<file path="src/include/simd_upstream_defines.svh">
// Sizing for the SIMD result path toward the stack upstream interface
// FIFO depths need not be powers of two
// Tag threshold sits one below the lane threshold since tag ready is registered
`ifndef SIMD_UPSTREAM_DEFINES_SVH
`define SIMD_UPSTREAM_DEFINES_SVH

// --------------------------------------------------
// Lane geometry
// --------------------------------------------------
`define SIMD_NUM_LANES            4
`define SIMD_LANE_WIDTH           32
`define SIMD_TAG_WIDTH            8

// --------------------------------------------------
// Result FIFOs, one per execution lane
// --------------------------------------------------
`define SIMD_LANE_FIFO_DEPTH      8
`define SIMD_LANE_FIFO_THRESHOLD  6

// --------------------------------------------------
// Tag FIFO from the controller
// --------------------------------------------------
`define SIMD_TAG_FIFO_DEPTH       8
`define SIMD_TAG_FIFO_THRESHOLD   5

`endif

</file>
<file path="src/design/simd_upstream_pkg.sv">
// Shared types for the SIMD upstream result path
// Lane entries are 34 bits, the upstream packet is 144 bits with 4 lanes
`default_nettype none

`include "simd_upstream_defines.svh"

package simd_upstream_pkg;

  // --------------------------------------------------
  // Stream markers carried with each lane result
  // --------------------------------------------------
  typedef enum logic [1:0] {
    MARK_SOM = 2'b00,  // start of message
    MARK_MOM = 2'b01,  // middle of message
    MARK_EOM = 2'b10,  // end of message
    MARK_SSM = 2'b11   // single word message
  } stream_mark_e;

  // One lane result, marker on top
  typedef struct packed {
    stream_mark_e                  mark;
    logic [`SIMD_LANE_WIDTH-1:0]   data;
  } lane_entry_t;

  // Packet toward the stack upstream interface
  // Lane 0 sits in the low bits
  typedef struct packed {
    logic [`SIMD_TAG_WIDTH-1:0]          tag;
    lane_entry_t [`SIMD_NUM_LANES-1:0]   lanes;
  } upstream_packet_t;

  // --------------------------------------------------
  // Upstream send FSM states
  // --------------------------------------------------
  typedef enum logic [2:0] {
    SEND_WAIT          = 3'd0,
    SEND_DATA          = 3'd1,
    SEND_WAIT_CMPL     = 3'd2,
    SEND_WAIT_CMPL_LOW = 3'd3,
    SEND_CMPL          = 3'd4
  } send_state_e;

endpackage

`default_nettype wire

</file>
<file path="src/design/lane_result_buffer.sv">
// One result FIFO per execution lane, all popped together
// lane_ready is combinational from each lane's almost_full
// Lane writes are independent, so lanes may skew against each other
`timescale 1ns/1ns
`default_nettype none

`include "simd_upstream_defines.svh"

module lane_result_buffer
  import simd_upstream_pkg::*;
(
  input  wire logic                                  clk,
  input  wire logic                                  rst_n,
  input  wire logic        [`SIMD_NUM_LANES-1:0]     lane_valid,
  input  wire lane_entry_t [`SIMD_NUM_LANES-1:0]     lane_entry,
  output logic             [`SIMD_NUM_LANES-1:0]     lane_ready,
  input  wire logic                                  pop,
  output lane_entry_t      [`SIMD_NUM_LANES-1:0]     head_entries,
  output logic                                       all_lanes_valid
);

  // Head valid per lane, reduced below
  logic [`SIMD_NUM_LANES-1:0] head_valid;
  logic [`SIMD_NUM_LANES-1:0] lane_almost_full;

  // --------------------------------------------------
  // Per-lane FIFOs
  // --------------------------------------------------
  for (genvar i = 0; i < `SIMD_NUM_LANES; i++)
  begin : g_lane

    result_fifo #(
      .DEPTH     (`SIMD_LANE_FIFO_DEPTH),
      .THRESHOLD (`SIMD_LANE_FIFO_THRESHOLD),
      .WIDTH     ($bits(lane_entry_t))
    ) u_fifo (
      .clk         (clk),
      .rst_n       (rst_n),
      .write       (lane_valid[i]),
      .write_data  (lane_entry[i]),
      .pipe_valid  (head_valid[i]),
      .pipe_data   (head_entries[i]),
      // One pop for every lane, the send FSM moves them in lockstep
      .pipe_read   (pop),
      .almost_full (lane_almost_full[i])
    );

  end

  // Back-pressure toward the execution lanes, no register
  assign lane_ready = ~lane_almost_full;

  // Every lane has a result waiting
  assign all_lanes_valid = &head_valid;

endmodule

`default_nettype wire

</file>
<file path="src/design/result_fifo.sv">
// Circular buffer FIFO with the head shown as valid/data
// A write shows up as pipe_valid after one edge, pipe_read drops the head at the edge
// Writer has to stop on almost_full as nothing but an assertion guards overflow
// DEPTH need not be a power of two
`timescale 1ns/1ns
`default_nettype none

module result_fifo #(
  parameter int DEPTH     = 8,
  parameter int THRESHOLD = 6,
  parameter int WIDTH     = 32
) (
  input  wire logic             clk,
  input  wire logic             rst_n,
  input  wire logic             write,
  input  wire logic [WIDTH-1:0] write_data,
  output logic                  pipe_valid,
  output logic      [WIDTH-1:0] pipe_data,
  input  wire logic             pipe_read,
  output logic                  almost_full
);

  localparam int PTR_W = (DEPTH > 1) ? $clog2(DEPTH) : 1;
  localparam int CNT_W = $clog2(DEPTH + 1);

  // Storage array
  logic [WIDTH-1:0] mem [DEPTH];

  logic [PTR_W-1:0] wr_ptr;
  logic [PTR_W-1:0] rd_ptr;
  logic [CNT_W-1:0] count;
  logic             full;

  // --------------------------------------------------
  // Write side
  // --------------------------------------------------
  always_ff @(posedge clk)
  begin
    if (write)
    begin
      mem[wr_ptr] <= write_data;
    end
  end

  // Pointers wrap explicitly so any depth works
  always_ff @(posedge clk or negedge rst_n)
  begin
    if (!rst_n)
    begin
      wr_ptr <= '0;
      rd_ptr <= '0;
    end
    else
    begin
      if (write)
      begin
        wr_ptr <= (wr_ptr == PTR_W'(DEPTH - 1)) ? '0 : wr_ptr + 1'b1;
      end
      if (pipe_read)
      begin
        rd_ptr <= (rd_ptr == PTR_W'(DEPTH - 1)) ? '0 : rd_ptr + 1'b1;
      end
    end
  end

  // Occupancy holds on a simultaneous write and read
  always_ff @(posedge clk or negedge rst_n)
  begin
    if (!rst_n)
    begin
      count <= '0;
    end
    else
    begin
      case ({write, pipe_read})
        2'b10:   count <= count + 1'b1;
        2'b01:   count <= count - 1'b1;
        default: count <= count;
      endcase
    end
  end

  // --------------------------------------------------
  // Head and status
  // --------------------------------------------------
  assign pipe_valid  = (count != '0);
  assign pipe_data   = mem[rd_ptr];
  assign full        = (count == CNT_W'(DEPTH));
  // Early warning so writers in flight still fit
  assign almost_full = (count >= CNT_W'(THRESHOLD));

  // Writer ignored almost_full long enough to overflow
  a_no_write_full : assert property (@(posedge clk) disable iff (!rst_n)
    full |-> !write)
    else $error("result_fifo: write while full");

  // Reader popped without a head
  a_no_read_empty : assert property (@(posedge clk) disable iff (!rst_n)
    pipe_read |-> pipe_valid)
    else $error("result_fifo: read while empty");

endmodule

`default_nettype wire

</file>
<file path="src/design/simd_upstream_top.sv">
// Result path of the PE SIMD wrapper toward the stack upstream interface
// Lane writers must honor lane_ready, the controller must honor tag_ready
// tag_ready is registered and follows tag FIFO occupancy one cycle late
// up_packet shows the FIFO heads, it is only meaningful while up_valid is high
`timescale 1ns/1ns
`default_nettype none

`include "simd_upstream_defines.svh"

module simd_upstream_top
  import simd_upstream_pkg::*;
(
  input  wire logic                              clk,
  input  wire logic                              rst_n,
  // Execution lane results
  input  wire logic        [`SIMD_NUM_LANES-1:0] lane_valid,
  input  wire lane_entry_t [`SIMD_NUM_LANES-1:0] lane_entry,
  output logic             [`SIMD_NUM_LANES-1:0] lane_ready,
  // Operation tags from the controller
  input  wire logic                              tag_valid,
  input  wire logic        [`SIMD_TAG_WIDTH-1:0] tag,
  output logic                                   tag_ready,
  // Stack upstream interface
  output upstream_packet_t                       up_packet,
  output logic                                   up_valid,
  input  wire logic                              up_ready,
  input  wire logic                              up_complete
);

  logic                              tag_head_valid;
  logic        [`SIMD_TAG_WIDTH-1:0] tag_head;
  logic                              tag_almost_full;
  lane_entry_t [`SIMD_NUM_LANES-1:0] head_entries;
  logic                              all_lanes_valid;
  logic                              pop;

  // --------------------------------------------------
  // Tag FIFO
  // --------------------------------------------------
  // Lets the controller queue the next operation while
  // the current result is still on its way upstream
  result_fifo #(
    .DEPTH     (`SIMD_TAG_FIFO_DEPTH),
    .THRESHOLD (`SIMD_TAG_FIFO_THRESHOLD),
    .WIDTH     (`SIMD_TAG_WIDTH)
  ) u_tag_fifo (
    .clk         (clk),
    .rst_n       (rst_n),
    .write       (tag_valid),
    .write_data  (tag),
    .pipe_valid  (tag_head_valid),
    .pipe_data   (tag_head),
    .pipe_read   (pop),
    .almost_full (tag_almost_full)
  );

  // Registered ready, low for the first cycle out of reset
  always_ff @(posedge clk or negedge rst_n)
  begin
    if (!rst_n)
    begin
      tag_ready <= 1'b0;
    end
    else
    begin
      tag_ready <= ~tag_almost_full;
    end
  end

  // --------------------------------------------------
  // Lane result FIFOs
  // --------------------------------------------------
  lane_result_buffer u_lane_buf (
    .clk             (clk),
    .rst_n           (rst_n),
    .lane_valid      (lane_valid),
    .lane_entry      (lane_entry),
    .lane_ready      (lane_ready),
    .pop             (pop),
    .head_entries    (head_entries),
    .all_lanes_valid (all_lanes_valid)
  );

  // Send FSM, pops tag and all lanes in the send cycle
  upstream_send_fsm u_send_fsm (
    .clk             (clk),
    .rst_n           (rst_n),
    .tag_head_valid  (tag_head_valid),
    .all_lanes_valid (all_lanes_valid),
    .up_ready        (up_ready),
    .up_complete     (up_complete),
    .up_valid        (up_valid),
    .pop             (pop)
  );

  // Packet straight from the heads
  assign up_packet.tag   = tag_head;
  assign up_packet.lanes = head_entries;

endmodule

`default_nettype wire

</file>
<file path="src/design/upstream_send_fsm.sv">
// Sequences one upstream packet at a time
// up_valid is a single cycle pulse, not a held handshake
// Responder must raise up_complete after taking the packet, then lower it
// up_ready and up_complete are sampled one cycle late
`timescale 1ns/1ns
`default_nettype none

module upstream_send_fsm
  import simd_upstream_pkg::*;
(
  input  wire logic clk,
  input  wire logic rst_n,
  input  wire logic tag_head_valid,
  input  wire logic all_lanes_valid,
  input  wire logic up_ready,
  input  wire logic up_complete,
  output logic      up_valid,
  output logic      pop
);

  send_state_e state;
  send_state_e state_next;

  logic up_ready_q;
  logic up_complete_q;
  logic packet_ready;

  // --------------------------------------------------
  // One flop on each responder input
  // --------------------------------------------------
  always_ff @(posedge clk or negedge rst_n)
  begin
    if (!rst_n)
    begin
      up_ready_q    <= 1'b0;
      up_complete_q <= 1'b0;
    end
    else
    begin
      up_ready_q    <= up_ready;
      up_complete_q <= up_complete;
    end
  end

  // Tag and a result from each lane are at the heads
  assign packet_ready = tag_head_valid & all_lanes_valid;

  // --------------------------------------------------
  // State register
  // --------------------------------------------------
  always_ff @(posedge clk or negedge rst_n)
  begin
    if (!rst_n)
    begin
      state <= SEND_WAIT;
    end
    else
    begin
      state <= state_next;
    end
  end

  // --------------------------------------------------
  // Next state
  // --------------------------------------------------
  always_comb
  begin
    state_next = state;
    case (state)
      // Hold until a full operation and a ready responder
      SEND_WAIT:
      begin
        if (packet_ready && up_ready_q)
        begin
          state_next = SEND_DATA;
        end
      end
      // Single cycle with the packet out and the heads popped
      SEND_DATA:
        state_next = SEND_WAIT_CMPL;
      // Responder still busy with the packet
      SEND_WAIT_CMPL:
      begin
        if (up_complete_q)
        begin
          state_next = SEND_WAIT_CMPL_LOW;
        end
      end
      // Complete must fall before the next packet
      SEND_WAIT_CMPL_LOW:
      begin
        if (!up_complete_q)
        begin
          state_next = SEND_CMPL;
        end
      end
      SEND_CMPL:
        state_next = SEND_WAIT;
      default:
        state_next = SEND_WAIT;
    endcase
  end

  // Valid and pop share the send state
  assign up_valid = (state == SEND_DATA);
  assign pop      = (state == SEND_DATA);

  // Complete only ever answers a packet that was sent
  a_no_stray_complete : assert property (@(posedge clk) disable iff (!rst_n)
    (state == SEND_WAIT) |-> !up_complete_q)
    else $error("upstream_send_fsm: up_complete high with no packet outstanding");

endmodule

`default_nettype wire

</file>
<file path="config.mk">
export PLATFORM = sky130hd
export DESIGN_NAME = simd_upstream_top
export DESIGN_NICKNAME = d
export VERILOG_FILES = /design/src/design/simd_upstream_pkg.sv /design/src/design/lane_result_buffer.sv /design/src/design/result_fifo.sv /design/src/design/simd_upstream_top.sv /design/src/design/upstream_send_fsm.sv
export VERILOG_INCLUDE_DIRS = /design/src /design/src/include
export SDC_FILE = /design/constraint.sdc
export NUM_CORES = 1
export LEC_CHECK = 0
export ABC_CLOCK_PERIOD_IN_PS = 7200
export BUFFER_PORTS_ARGS = -buffer_cell sky130_fd_sc_hd__buf_2
export CAP_MARGIN = 10
export CORE_MARGIN = 10
export CORE_UTILIZATION = 35
export DETAILED_ROUTE_END_ITERATION = 16
export PLACE_DENSITY_LB_ADDON = 0.1
export SLEW_MARGIN = 20
export SYNTH_ARGS = -nofsm -noshare
export SYNTH_HDL_FRONTEND = slang
export SYNTH_HIERARCHICAL = 1
export SYNTH_SLANG_ARGS = --single-unit
</file>
<file path="constraint.sdc">
create_clock -name clk -period 7.2 [get_ports clk]
set_clock_uncertainty 0.2 [all_clocks]
set_input_delay 0.72 -clock clk [delete_from_list [all_inputs] [get_ports clk]]
set_output_delay 0.72 -clock clk [all_outputs]
set_load 0.005 [all_outputs]
</file>
* Word level (Yosys, flattened, before mapping)
Memory sizes are Yosys's and may differ from the RTL's.
Index checks and enable logic that the tools add are counted.
** Word-level totals
- RAM bits :: 1152
- Memories kept :: 5
- Logic and storage cells :: 121
- Bits of input ports :: 153
- Register bits after elaboration :: 56
** Cells by class
- Equality and inequality tests :: 26
- Reduce and logical (&&, ||, !) cells :: 14
- Bitwise gates (word level) :: 3
- $lt $le $gt $ge :: 5
- Multiplexer cells :: 29
- Add/subtract/negate cells :: 20
** Memory list
- u_lane_buf.g_lane[0].u_fifo.mem :: depth 8, width 34, read ports 1, clocked after Yosys merged registers in 0, write ports 1, line result_fifo.sv:27 : logic [WIDTH-1:0] mem [DEPTH];
- u_lane_buf.g_lane[1].u_fifo.mem :: depth 8, width 34, read ports 1, clocked after Yosys merged registers in 0, write ports 1, line result_fifo.sv:27
- u_lane_buf.g_lane[2].u_fifo.mem :: depth 8, width 34, read ports 1, clocked after Yosys merged registers in 0, write ports 1, line result_fifo.sv:27
- u_lane_buf.g_lane[3].u_fifo.mem :: depth 8, width 34, read ports 1, clocked after Yosys merged registers in 0, write ports 1, line result_fifo.sv:27
- u_tag_fifo.mem :: depth 8, width 8, read ports 1, clocked after Yosys merged registers in 0, write ports 1, line result_fifo.sv:27
** Operators with widths (count)
- $pmux 4 s2 :: 5
- $mux 3 :: 13
- $add 3x1->3 const B :: 10
- $eq 3x3->1 const B :: 10
- $add 4x1->4 const B :: 5
- $ge 4x3->1 const B :: 5
- $reduce_bool 4->1 :: 5
- $sub 4x1->4 const B :: 5
- $pmux 3 s4 :: 1
- $eq 2x1->1 const B :: 5
- $eq 2x2->1 const B :: 5
- $mux 1 :: 10
- $reduce_bool 2->1 :: 5
- $eq 3x2->1 const B :: 2
- $ne 2x1->1 const B :: 2
- $not 4->4 :: 1
- $reduce_and 4->1 :: 1
- $eq 3x1->1 const B :: 1
- $logic_not 3->1 :: 1
- $reduce_and 3->1 :: 1
- $ne 2x2->1 const B :: 1
- $and 1x1->1 :: 1
- $logic_and 1x1->1 :: 1
- $not 1->1 :: 1

* Depth between registers and ports, before layout
Gate-level depths: netlist of the first run.
- Depth after elaboration :: 6
- Mapped depth :: 8
- Depth with buffers taken out :: 8

* Modules after synthesis
Netlist of the first run, hierarchy kept.
** Modules (own cells, without submodules)
- result_fifo (u_lane_buf.g_lane[1].u_fifo ...) :: area each 11070.6 µm², instances 3, cells each 450, seq. area each 8418.1 µm²
- result_fifo (u_lane_buf.g_lane[0].u_fifo) :: area each 11069.4 µm², instances 1, cells each 452, seq. area each 8418.1 µm²
- result_fifo (u_tag_fifo) :: area each 3081.7 µm², instances 1, cells each 152, seq. area each 2172.1 µm²
- upstream_send_fsm :: area each 197.7 µm², instances 1, cells each 14, seq. area each 125.1 µm²
- simd_upstream_top :: area each 28.8 µm², instances 1, cells each 2, seq. area each 25.0 µm²
- lane_result_buffer :: area each 23.8 µm², instances 1, cells each 5, seq. area each 0.0 µm²

* Worst setup path after synthesis of the first run
Ideal clock, no wire load.
- Path type :: input-to-reg
- Start point :: input lane_valid[0]
- End point :: memory u_lane_buf/g_lane[0].u_fifo/mem[0][0] (netlist bit), enable pin
- Arrival :: 3.167 ns
- Stages :: 2
- Slack :: 3.366 ns
- Data required time :: 6.533 ns
- Setup time :: 0.467 ns
- Buffers on the path :: 0
- Path through :: nand2b_1 nor3_1
** On the way
- Longest elaborated chain between the ends :: 2
** Ends and longest elaborated chain
- start, declared :: line simd_upstream_top.sv:16 : input wire logic [`SIMD_NUM_LANES-1:0] lane_valid,
- $mux 1 :: line result_fifo.sv:39 : if (write)
- $mux 1 (implied by the code) :: line result_fifo.sv:41 : mem[wr_ptr] <= write_data;
- end, declared :: line result_fifo.sv:27
Every way passes these cells.

==> impl_results.md, run 1 <==
- PD cells: 387 nW/um^2
- Overall power: 0.0221 W
- First-pass GRT wire length: 157 mm
- Worst slew margin: 0.301
- DR pass1 iterations: 4
- Clock Sinks: ~1,200
- Drt via density: 4.92
- EDFF count, synth: between 1,000 and 1,500
- Worst setup path class: flop to output pin
- I/O pins: 303
- Main flop type after synthesis: edfxtp_1
- Synth top cells by count: edfxtp_1, mux4_1, mux2_2
- Dominant cells by area after synthesis: edfxtp_1, mux4_1, mux2_2
- Post-synth top area cell: edfxtp_1
- YS warnings: 6
- Yosys reg bits: roughly 1,200
- Crit path DAT: 3410 ps
- Smallest hold slack: 65.3 ps
- Layout Nets: around 2,700
- Total CTS buffers: approximately 140
- Antenna violations before repair: 10
- Final GP Congestion: approximately 0.67
- Buffers added on ports: 302
- Largest net degree at the start of global routing: 71
- Die X: 389 um
- Setup bufs post-CTS: 0
- Total track usage: 0.139
- Starting DRT DRC Count: 1,107
- Final setup viols: 0
- CP bufs+invs: 2
- Bufs on Longest Clock Path: 3
- CP max FO: 48
- Global route overflow: 0
- Worst-Skew Late Latency: 750 ps
- DRC viols: 0
- Syn Nets: 2,163
- Detail Placement HPWL: ~58 mm
- CP required: about 6300 ps
- Count leader, synth: edfxtp_1
- Share of cells above drive strength 1: 0.299
- PostCTS Resize Cnt: 0
- HP Class: input port to flop
- Post-route cell area: 57,100 um^2
- Syn Std Cell Area: 47,600 um^2
- Critical Path Sink Type: output pin
- Slowest cell on crit path: buf_4
- Lkg Pwr: 19.7 nW
- Status: finished clean
- Post-synthesis cell count: 1,975
- Wire length per cell: 24.0 um
- Hold-fix buffers, CTS: 139
- Cell family with the largest share of critical-path delay: multiplexers
- Vert. Die Dim: 389 um
- Cell row count: 135
- ANT nets after route: 0
- Die Area: 151,000 um^2
- Detailed-route via count: 21,700
- H-tree levels: 4
- Crit path cell chain: buf_4, mux4_1, mux2_2, buf_2
- Post-DP Area: 51,400 um^2
- Share of the synthesized area in the top cell type: 0.727
- Min Tclk post-route: 4330 ps
- CTS tree: done
- Slew of the pin with the lowest slew margin: 1050 ps
- CTS root buf: clkbuf_16
- Final Routed Wirelength: 106 mm
- Number of global-route vias before repair: approximately 24,000
- RSZ-0062 raised after global routing: false
- Post-placement worst setup slack: 3620 ps
- Asr flop ratio synth: 0.0464
- Initial Util: 0.352
- Peak Freq: between 200 and 250 MHz
- Final Cycle Share: 0.601
- Post-synthesis sequential area ratio: 0.756
- Crit-path max cell delay: 760 ps
- MaxCap Viol Count: 0
- Synth unique cells: 36
- Peak VDD IR: ~0.21 mV
- Final setup TNS: 0 ps
- Final Max Slew Viols: 0
- Core area: 135,000 um^2
- Clock transition at path regs: 60 ps
- P&R area growth vs syn: 20.0%
- Hold Fails Final Rpt: 0
- Setup WS post-layout: between 2000 and 3000 ps
- Mean Syn Cell Area: 24.1 um^2
- CP Launch Type: flop
-- path summary, 6_finish.rpt --
path | start | end | slack, ps | cells past startpoint
min in group asynchronous | rst_n | u_lane_buf/g_lane[0].u_fifo/wr_ptr[0] | 490 | 2
worst max-delay path | u_lane_buf/g_lane[3].u_fifo/rd_ptr[0] | up_packet[131] | 2870 | 4
worst max register to register | u_send_fsm/state[1] | u_lane_buf/g_lane[2].u_fifo/count[2] | 4390 | 9
worst min-delay path | lane_entry[103] | u_lane_buf/g_lane[3].u_fifo/mem[7][1] | 70 | 1
worst min register to register | u_tag_fifo/count[3] | u_tag_fifo/count[3] | 270 | 1
max in group asynchronous | rst_n | u_lane_buf/g_lane[0].u_fifo/rd_ptr[0] | 5630 | 2
-- area by class of cell --
type | count | area [um^2]
Antenna cell | 3 | 7.51
Clock buffer | 161 | 3510
Clock inverter | 79 | 845
Fill cell | 11700 | 78200
Inverter | 12 | 45.0
Multi-Input combinational cell | 669 | 11200
Sequential cell | 1208 | 36000
Tap cell | 1781 | 2230
Timing Repair Buffer | 489 | 3270
-- cells by family (layout without fill, tap and decap cells) --
group,Yosys count,after routing,synth area share
compound gates,30,30,0.00410
xor+xnor,25,25,0.00460
fa+ha+maj,35,35,0.00920
buf+inv,98,741,0.0136
flops,1208,1208,0.756
mux,464,464,0.200
other cells,0,3,0
simple gates,115,115,0.0123
-- power by group --
part	internal [W]	total (W)	switching (W)
Clock	0.00396	0.00670	0.00274
Combinational	0.00297	0.00597	0.00301
Sequential	0.00885	0.00941	0.000561
Total	0.0158	0.0221	0.00631
-- layer usage --
| metal | vias to the layer above | part of all wire | GRT usage |
|---|---|---|---|
| met1 | 11400 | 0.43 | 0.176 |
| met2 | 353 | 0.50 | 0.236 |
| met4 | 12 | 0.020 | 0.0399 |
| li1 | 9687 | - | - |
| met3 | 154 | 0.044 | 0.0333 |
| met5 | - | 0.00077 | 0 |
-- flip-flops by register name (all words and copies together) (netlist names) --
name and count:
u_send_fsm/up_complete_q 1, u_send_fsm/up_ready_q 1, u_lane_buf/g_lane.u_fifo/mem 1088, u_tag_fifo/count 4, u_tag_fifo/mem 64, u_lane_buf/g_lane.u_fifo/wr_ptr 12, tag_ready 1, u_lane_buf/g_lane.u_fifo/rd_ptr 12
u_tag_fifo/wr_ptr 3, u_send_fsm/state 3, u_lane_buf/g_lane.u_fifo/count 16, u_tag_fifo/rd_ptr 3
-- per-stage QoR --
step           instances   util
2_1_floorplan       1975      -
5_1_grt             4399  0.422
6_report            4402  0.422
3_3_place_gp        4020  0.380
3_5_place_dp        4020  0.380
4_1_cts             4399  0.422
-- placed cells by master, fill, tap and decap left out, types with 8 or more instances in the layout --
cell type,Yosys,routed
xor2_1,20,20
nor2_1,45,21
ha_1,35,35
nor3_2,0,9
edfxtp_1,1152,1152
nand2b_1,15,15
nor2b_1,15,15
clkinv_1,0,20
mux2_4,8,8
bufinv_16,0,13
clkinv_2,0,29
buf_4,1,49
clkbuf_1,38,24
dlygate4sd3_1,0,139
dfrtp_2,0,9
nand2_1,12,12
mux2_2,168,168
mux4_2,12,12
inv_1,12,12
a21oi_1,10,10
nor2_4,0,24
dfrtp_1,56,43
buf_2,9,301
clkbuf_16,0,136
mux4_1,276,276
Note: power is estimated with default switching activity, not from simulation.
==> run 2, diff against run 1 <==
- ABC_CLOCK_PERIOD_IN_PS: 7200 -> 4100
- clock period: 7.2 -> 4.1 ns (I/O delays scaled with it)
==> impl_results.md, run 2 (same netlist as run 1, synthesis figures left out) <==
- Status: finished clean
- Slowest cell on crit path: dfrtp_4
- RSZ-0062 raised after global routing: false
- HP Class: input port to async pin
- Final Routed Wirelength: 108 mm
- Lkg Pwr: 19.9 nW
- Global route overflow: 0
- Final GP Congestion: between 0.6 and 0.7
- Hold Fails Final Rpt: 0
- PD cells: between 600 and 700 nW/um^2
- Most flops, register: u_lane_buf/g_lane.u_fifo/mem
- Drt via density: 4.94
- H-tree levels: 4
- Crit path DAT: 3060 ps
- Slew of the pin with the lowest slew margin: 1010 ps
- Seq pwr share: 0.430
- Sw Share: 0.286
- ANT nets after route: 0
- Starting DRT DRC Count: 1,002
- Met1 usage: 0.181
- Post-route cell area: 57,700 um^2
- Critical Path Sink Type: output pin
- Most frequent cells in the layout: edfxtp_1, buf_2, mux4_1
- Clock Sinks: 1,208
- Worst-Skew Late Latency: 760 ps
- Largest net degree at the start of global routing: 57
- Busiest layer in global routing: met2
- Worst setup path class: flop to output pin
- Fin cells: 4,442
- Detail Placement HPWL: 61.4 mm
- CTS tree: done
- Placed Instances: 4,034
- Min Tclk post-route: 3670 ps
- CP max FO: 38
- Bufs on Longest Clock Path: 3
- Vert. Die Dim: between 300 and 400 um
- Final setup TNS: 0 ps
- Clock transition at path regs: approximately 60 ps
- Share of cells above drive strength 1: 0.301
- Post-DP Area: 51,600 um^2
- Comb power frac: 0.262
- Most common cell after layout, fill and taps aside: edfxtp_1
- Initial Util: 0.352
- Met3 usage: 0.0373
- Switching power total: roughly 0.011 W
- Crit path cell chain: buf_12, mux4_1, mux2_2, buf_2
- Total CTS buffers: 139
- I/O pins: 303
- Number of global-route vias before repair: between 20,000 and 25,000
- Setup WS post-layout: 430 ps
- Setup bufs post-CTS: 0
- Die X: 389 um
- Worst slew margin: 0.322
- CP required: 3490 ps
- Internal power: 0.0281 W
- Total track usage: 0.142
- Detailed-route via count: 22,000
- Final setup viols: 0
- GR Util met2: 0.239
- Clk pwr share: 0.308
- Peak VDD IR: 0.367 mV
- Biggest regs: u_lane_buf/g_lane.u_fifo/mem (1088), u_tag_fifo/mem (64), u_lane_buf/g_lane.u_fifo/count (16)
- Final Cycle Share: 0.895
- Layout Nets: 2,734
- CP Launch Type: flop
- DR pass1 iterations: 5
- MaxCap Viol Count: 0
- Antenna violations before repair: 9
- First-pass GRT wire length: roughly 160 mm
- Post-placement worst setup slack: around 1200 ps
- Wire length per cell: 24.3 um
- DRC viols: 0
- Peak Freq: 272 MHz
- Final Max Slew Viols: 0
- P&R area growth vs syn: 21.1%
- Crit-path max cell delay: 850 ps
- Cell row count: about 140
- Die Area: 151,000 um^2
- CTS root buf: clkbuf_16
- Buffers added on ports: between 300 and 400
- Max reg flops: around 1,100
- Core area: 135,000 um^2
[run 2: cell types whose count changed in the layout (fill, tap and decap cells not counted), sizes merged, moves of 2 or more]
cell / delta
inv: +2
buf: +14
clkbuf: +12
diode: -2
clkinv: +3
dlygate4sd3: +13
[run 2: worst max-delay path: cells and delay by family, from the launching register on]
family,cells,cell delay [ps]
buffers and inverters,2,500
multiplexers,2,920
flip-flops,1,850
[run 2: power by group through the flow]
stage	Clock, W	Sequential [W]	Combinational (W)
2_1_floorplan	0	0.0162	0.00722
6_report	0.0121	0.0169	0.0103
5_1_grt	0.0131	0.0172	0.0113
3_5_place_dp	0	0.0172	0.0106
3_3_place_gp	0	0.0171	0.0104
4_1_cts	0.0126	0.0170	0.0107
[run 2: path summary, 6_finish.rpt]
| kind | startpoint | to | slack, ps | depth (start not counted) |
|---|---|---|---|---|
| hold / removal | rst_n | u_lane_buf/g_lane[1].u_fifo/wr_ptr[0] | 170 | 2 |
| max in group asynchronous | rst_n | u_lane_buf/g_lane[3].u_fifo/rd_ptr[0] | 2830 | 2 |
| setup / recovery | u_lane_buf/g_lane[0].u_fifo/rd_ptr[0] | up_packet[16] | 430 | 4 |
| setup reg to reg | u_send_fsm/state[2] | u_lane_buf/g_lane[1].u_fifo/count[2] | 1680 | 9 |
| hold reg to reg | u_tag_fifo/count[3] | u_tag_fifo/count[3] | 280 | 1 |
| min in group clk | up_complete | u_send_fsm/up_complete_q | 170 | 2 |
[run 2: through the flow]
| step | power, W | util | hold WS [ps] |
|---|---|---|---|
| 3_5_place_dp | 0.0278 | 0.381 | 276 |
| 6_report | 0.0394 | 0.426 | 167 |
| 5_1_grt | 0.0415 | 0.426 | 111 |
| 3_3_place_gp | 0.0276 | 0.381 | 273 |
| 4_1_cts | 0.0403 | 0.426 | 79.3 |
| 2_1_floorplan | 0.0234 | - | -85.6 |
[run 2: per-layer routing]
layer,part of all wire,up-vias,wire (um)
li1,-,9752,-
met1,0.44,11600,47000
met2,0.50,415,53700
met3,0.047,146,5080
met4,0.019,10,2060
met5,0.00054,-,58
[run 2: area by class of cell]
class	instances	area [um^2]
diodes	1	2.50
clock buffers	173	3720
clock inverters	82	801
fillers	11700	77600
inverters	12	45.0
multi-input cells	669	11200
flip-flops and latches	1208	36000
well taps	1781	2230
repair buffers	516	3640
[run 2: repair_timing]
| item | CTS | global route |
|---|---|---|
| resized for setup | 0 | 0 |
| endpoints found under the hold margin | 1226 | 0 |
| hold buffers | 152 | 0 |
==> run 3, diff against run 2 <==
- CORE_MARGIN: 10 -> 3
==> impl_results.md, run 3 (same netlist as run 1, synthesis figures left out) <==
- MaxCap Viol Count: 0
- Worst setup startpoint: u_lane_buf/g_lane[3].u_fifo/rd_ptr[0]
- Cell row count: roughly 130
- Final Max Slew Viols: 0
- Crit-path max cell delay: 840 ps
- Hold Fails Final Rpt: 0
- Core area: ~130,000 um^2
- P&R area growth vs syn: 20.7%
- Crit path DAT: around 3000 ps
- Antenna violations before repair: 4
- Worst setup path class: flop to output pin
- ANT nets after route: 0
- Buffers added on ports: 302
- Detailed-route via count: 21,800
- Detail Placement HPWL: about 57 mm
- Peak Freq: between 200 and 300 MHz
- H-tree levels: 4
- Most frequent cells in the layout: edfxtp_1, buf_2, mux4_1
- I/O pins: 303
- Largest net degree at the start of global routing: 72
- First-pass GRT wire length: approximately 150 mm
- CP required: 3490 ps
- Max reg flops: roughly 1,100
- Lkg Pwr: around 20 nW
- Clock Sinks: 1,208
- Worst slew margin: 0.361
- Vert. Die Dim: 375 um
- Total track usage: 0.148
- CP max FO: 37
- Final Routed Wirelength: 104 mm
- Share of cells above drive strength 1: 0.297
- Peak VDD IR: 0.368 mV
- CP Launch Type: flop
- Global route overflow: 0
- Status: finished clean
- Min Tclk post-route: 3620 ps
- Setup bufs post-CTS: 0
- Total CTS buffers: 135
- CTS root buf: clkbuf_16
- Wire length per cell: 23.6 um
- Slowest cell on crit path: dfrtp_4
- Fill cells: between 10,000 and 15,000
- Critical Path Sink Type: output pin
- Drt via density: 4.93
- DR pass1 iterations: 5
- Clock transition at path regs: 60 ps
- PD cells: 677 nW/um^2
- Placed Instances: about 4,000
- CP bufs+invs: 2
- Initial Util: 0.355
- Final setup viols: 0
- Crit path cell chain: buf_4, mux4_1, mux2_2, buf_2
- Final Cycle Share: 0.884
- Starting DRT DRC Count: approximately 1,100
- Biggest regs: u_lane_buf/g_lane.u_fifo/mem (1088), u_tag_fifo/mem (64), u_lane_buf/g_lane.u_fifo/count (16)
- Fin cells: about 4,400
- Worst-Skew Late Latency: just over 700 ps
- Final setup TNS: 0 ps
- Number of global-route vias before repair: about 24,000
- RSZ-0062 raised after global routing: false
- CTS tree: done
- Cell family with the largest share of critical-path delay: multiplexers
- Smallest hold slack: 186 ps
- Bufs on Longest Clock Path: 3
- Die X: 375 um
- Launch point of the worst reg-to-reg path: u_lane_buf/g_lane[1].u_fifo/wr_ptr[1]
- DRC viols: 0
- Layout Nets: 2,725
- Most common cell after layout, fill and taps aside: edfxtp_1
- Most flops, register: u_lane_buf/g_lane.u_fifo/mem
- Final GP Congestion: around 0.68
- Slew of the pin with the lowest slew margin: 954 ps
- HP Class: input port to async pin
- Die Area: 140,000 um^2
-- run 3: cell types whose count changed in the layout (fill, tap and decap cells not counted), sizes merged --
cell,delta
clkbuf,+1
buf,-5
clkinv,-12
clkinvlp,+3
diode,+1
inv,-3
-- run 3: path summary, 6_finish.rpt --
kind                       cells after the start                                     end  slack (ps)
setup / recovery                               4                          up_packet[124]         480
hold / removal                                 2   u_lane_buf/g_lane[1].u_fifo/rd_ptr[1]         190
setup reg to reg                               3  u_lane_buf/g_lane[1].u_fifo/mem[4][17]        1690
hold reg to reg                                1    u_lane_buf/g_lane[1].u_fifo/count[3]         290
max in group asynchronous                      2   u_lane_buf/g_lane[3].u_fifo/rd_ptr[0]        2870
min in group clk                               2                   u_send_fsm/up_ready_q         220
-- run 3: what timing repair did --
item | 4_1_cts | 5_1_grt
hold endpoints to repair | 1225 | 0
hold buffers | 152 | 0
resized for setup | 0 | 0
-- run 3: layout make-up --
cell class | count | area (um^2) | share of cell area
sequential | 1208 | 36000 | 0.627
multi-input combinational | 669 | 11200 | 0.195
clock buffer | 174 | 3640 | 0.0633
timing repair buffer | 511 | 3640 | 0.0633
tap | 1768 | 2210 | 0.0385
clock inverter | 70 | 707 | 0.0123
inverter | 12 | 45.0 | 0.000784
antenna | 2 | 5.00 | 0.0000871
-- run 3: per-stage QoR --
stage / total power [W] / cell area [um^2] / util / setup WS, ps
detailed placement: 0.0277 / 51600 / 0.384 / 1180
global placement: 0.0275 / 51600 / 0.384 / 1180
CTS: 0.0398 / 57500 / 0.428 / 363
finish: 0.0389 / 57500 / 0.428 / 476
floorplan: 0.0234 / 47600 / - / 309
global route: 0.0410 / 57500 / 0.428 / 319
-- run 3: per-layer routing --
metal,vias up,share of wire,global-route usage
li1,9725,-,-
met1,11500,0.43,0.191
met2,392,0.50,0.250
met3,153,0.046,0.0344
met4,0,0.022,0.0425
met5,-,0,0
-- run 3: where the power goes --
group	internal [W]	switching (W)
Clock	0.00704	0.00471
Sequential	0.0155	0.00123
Combinational	0.00536	0.00503
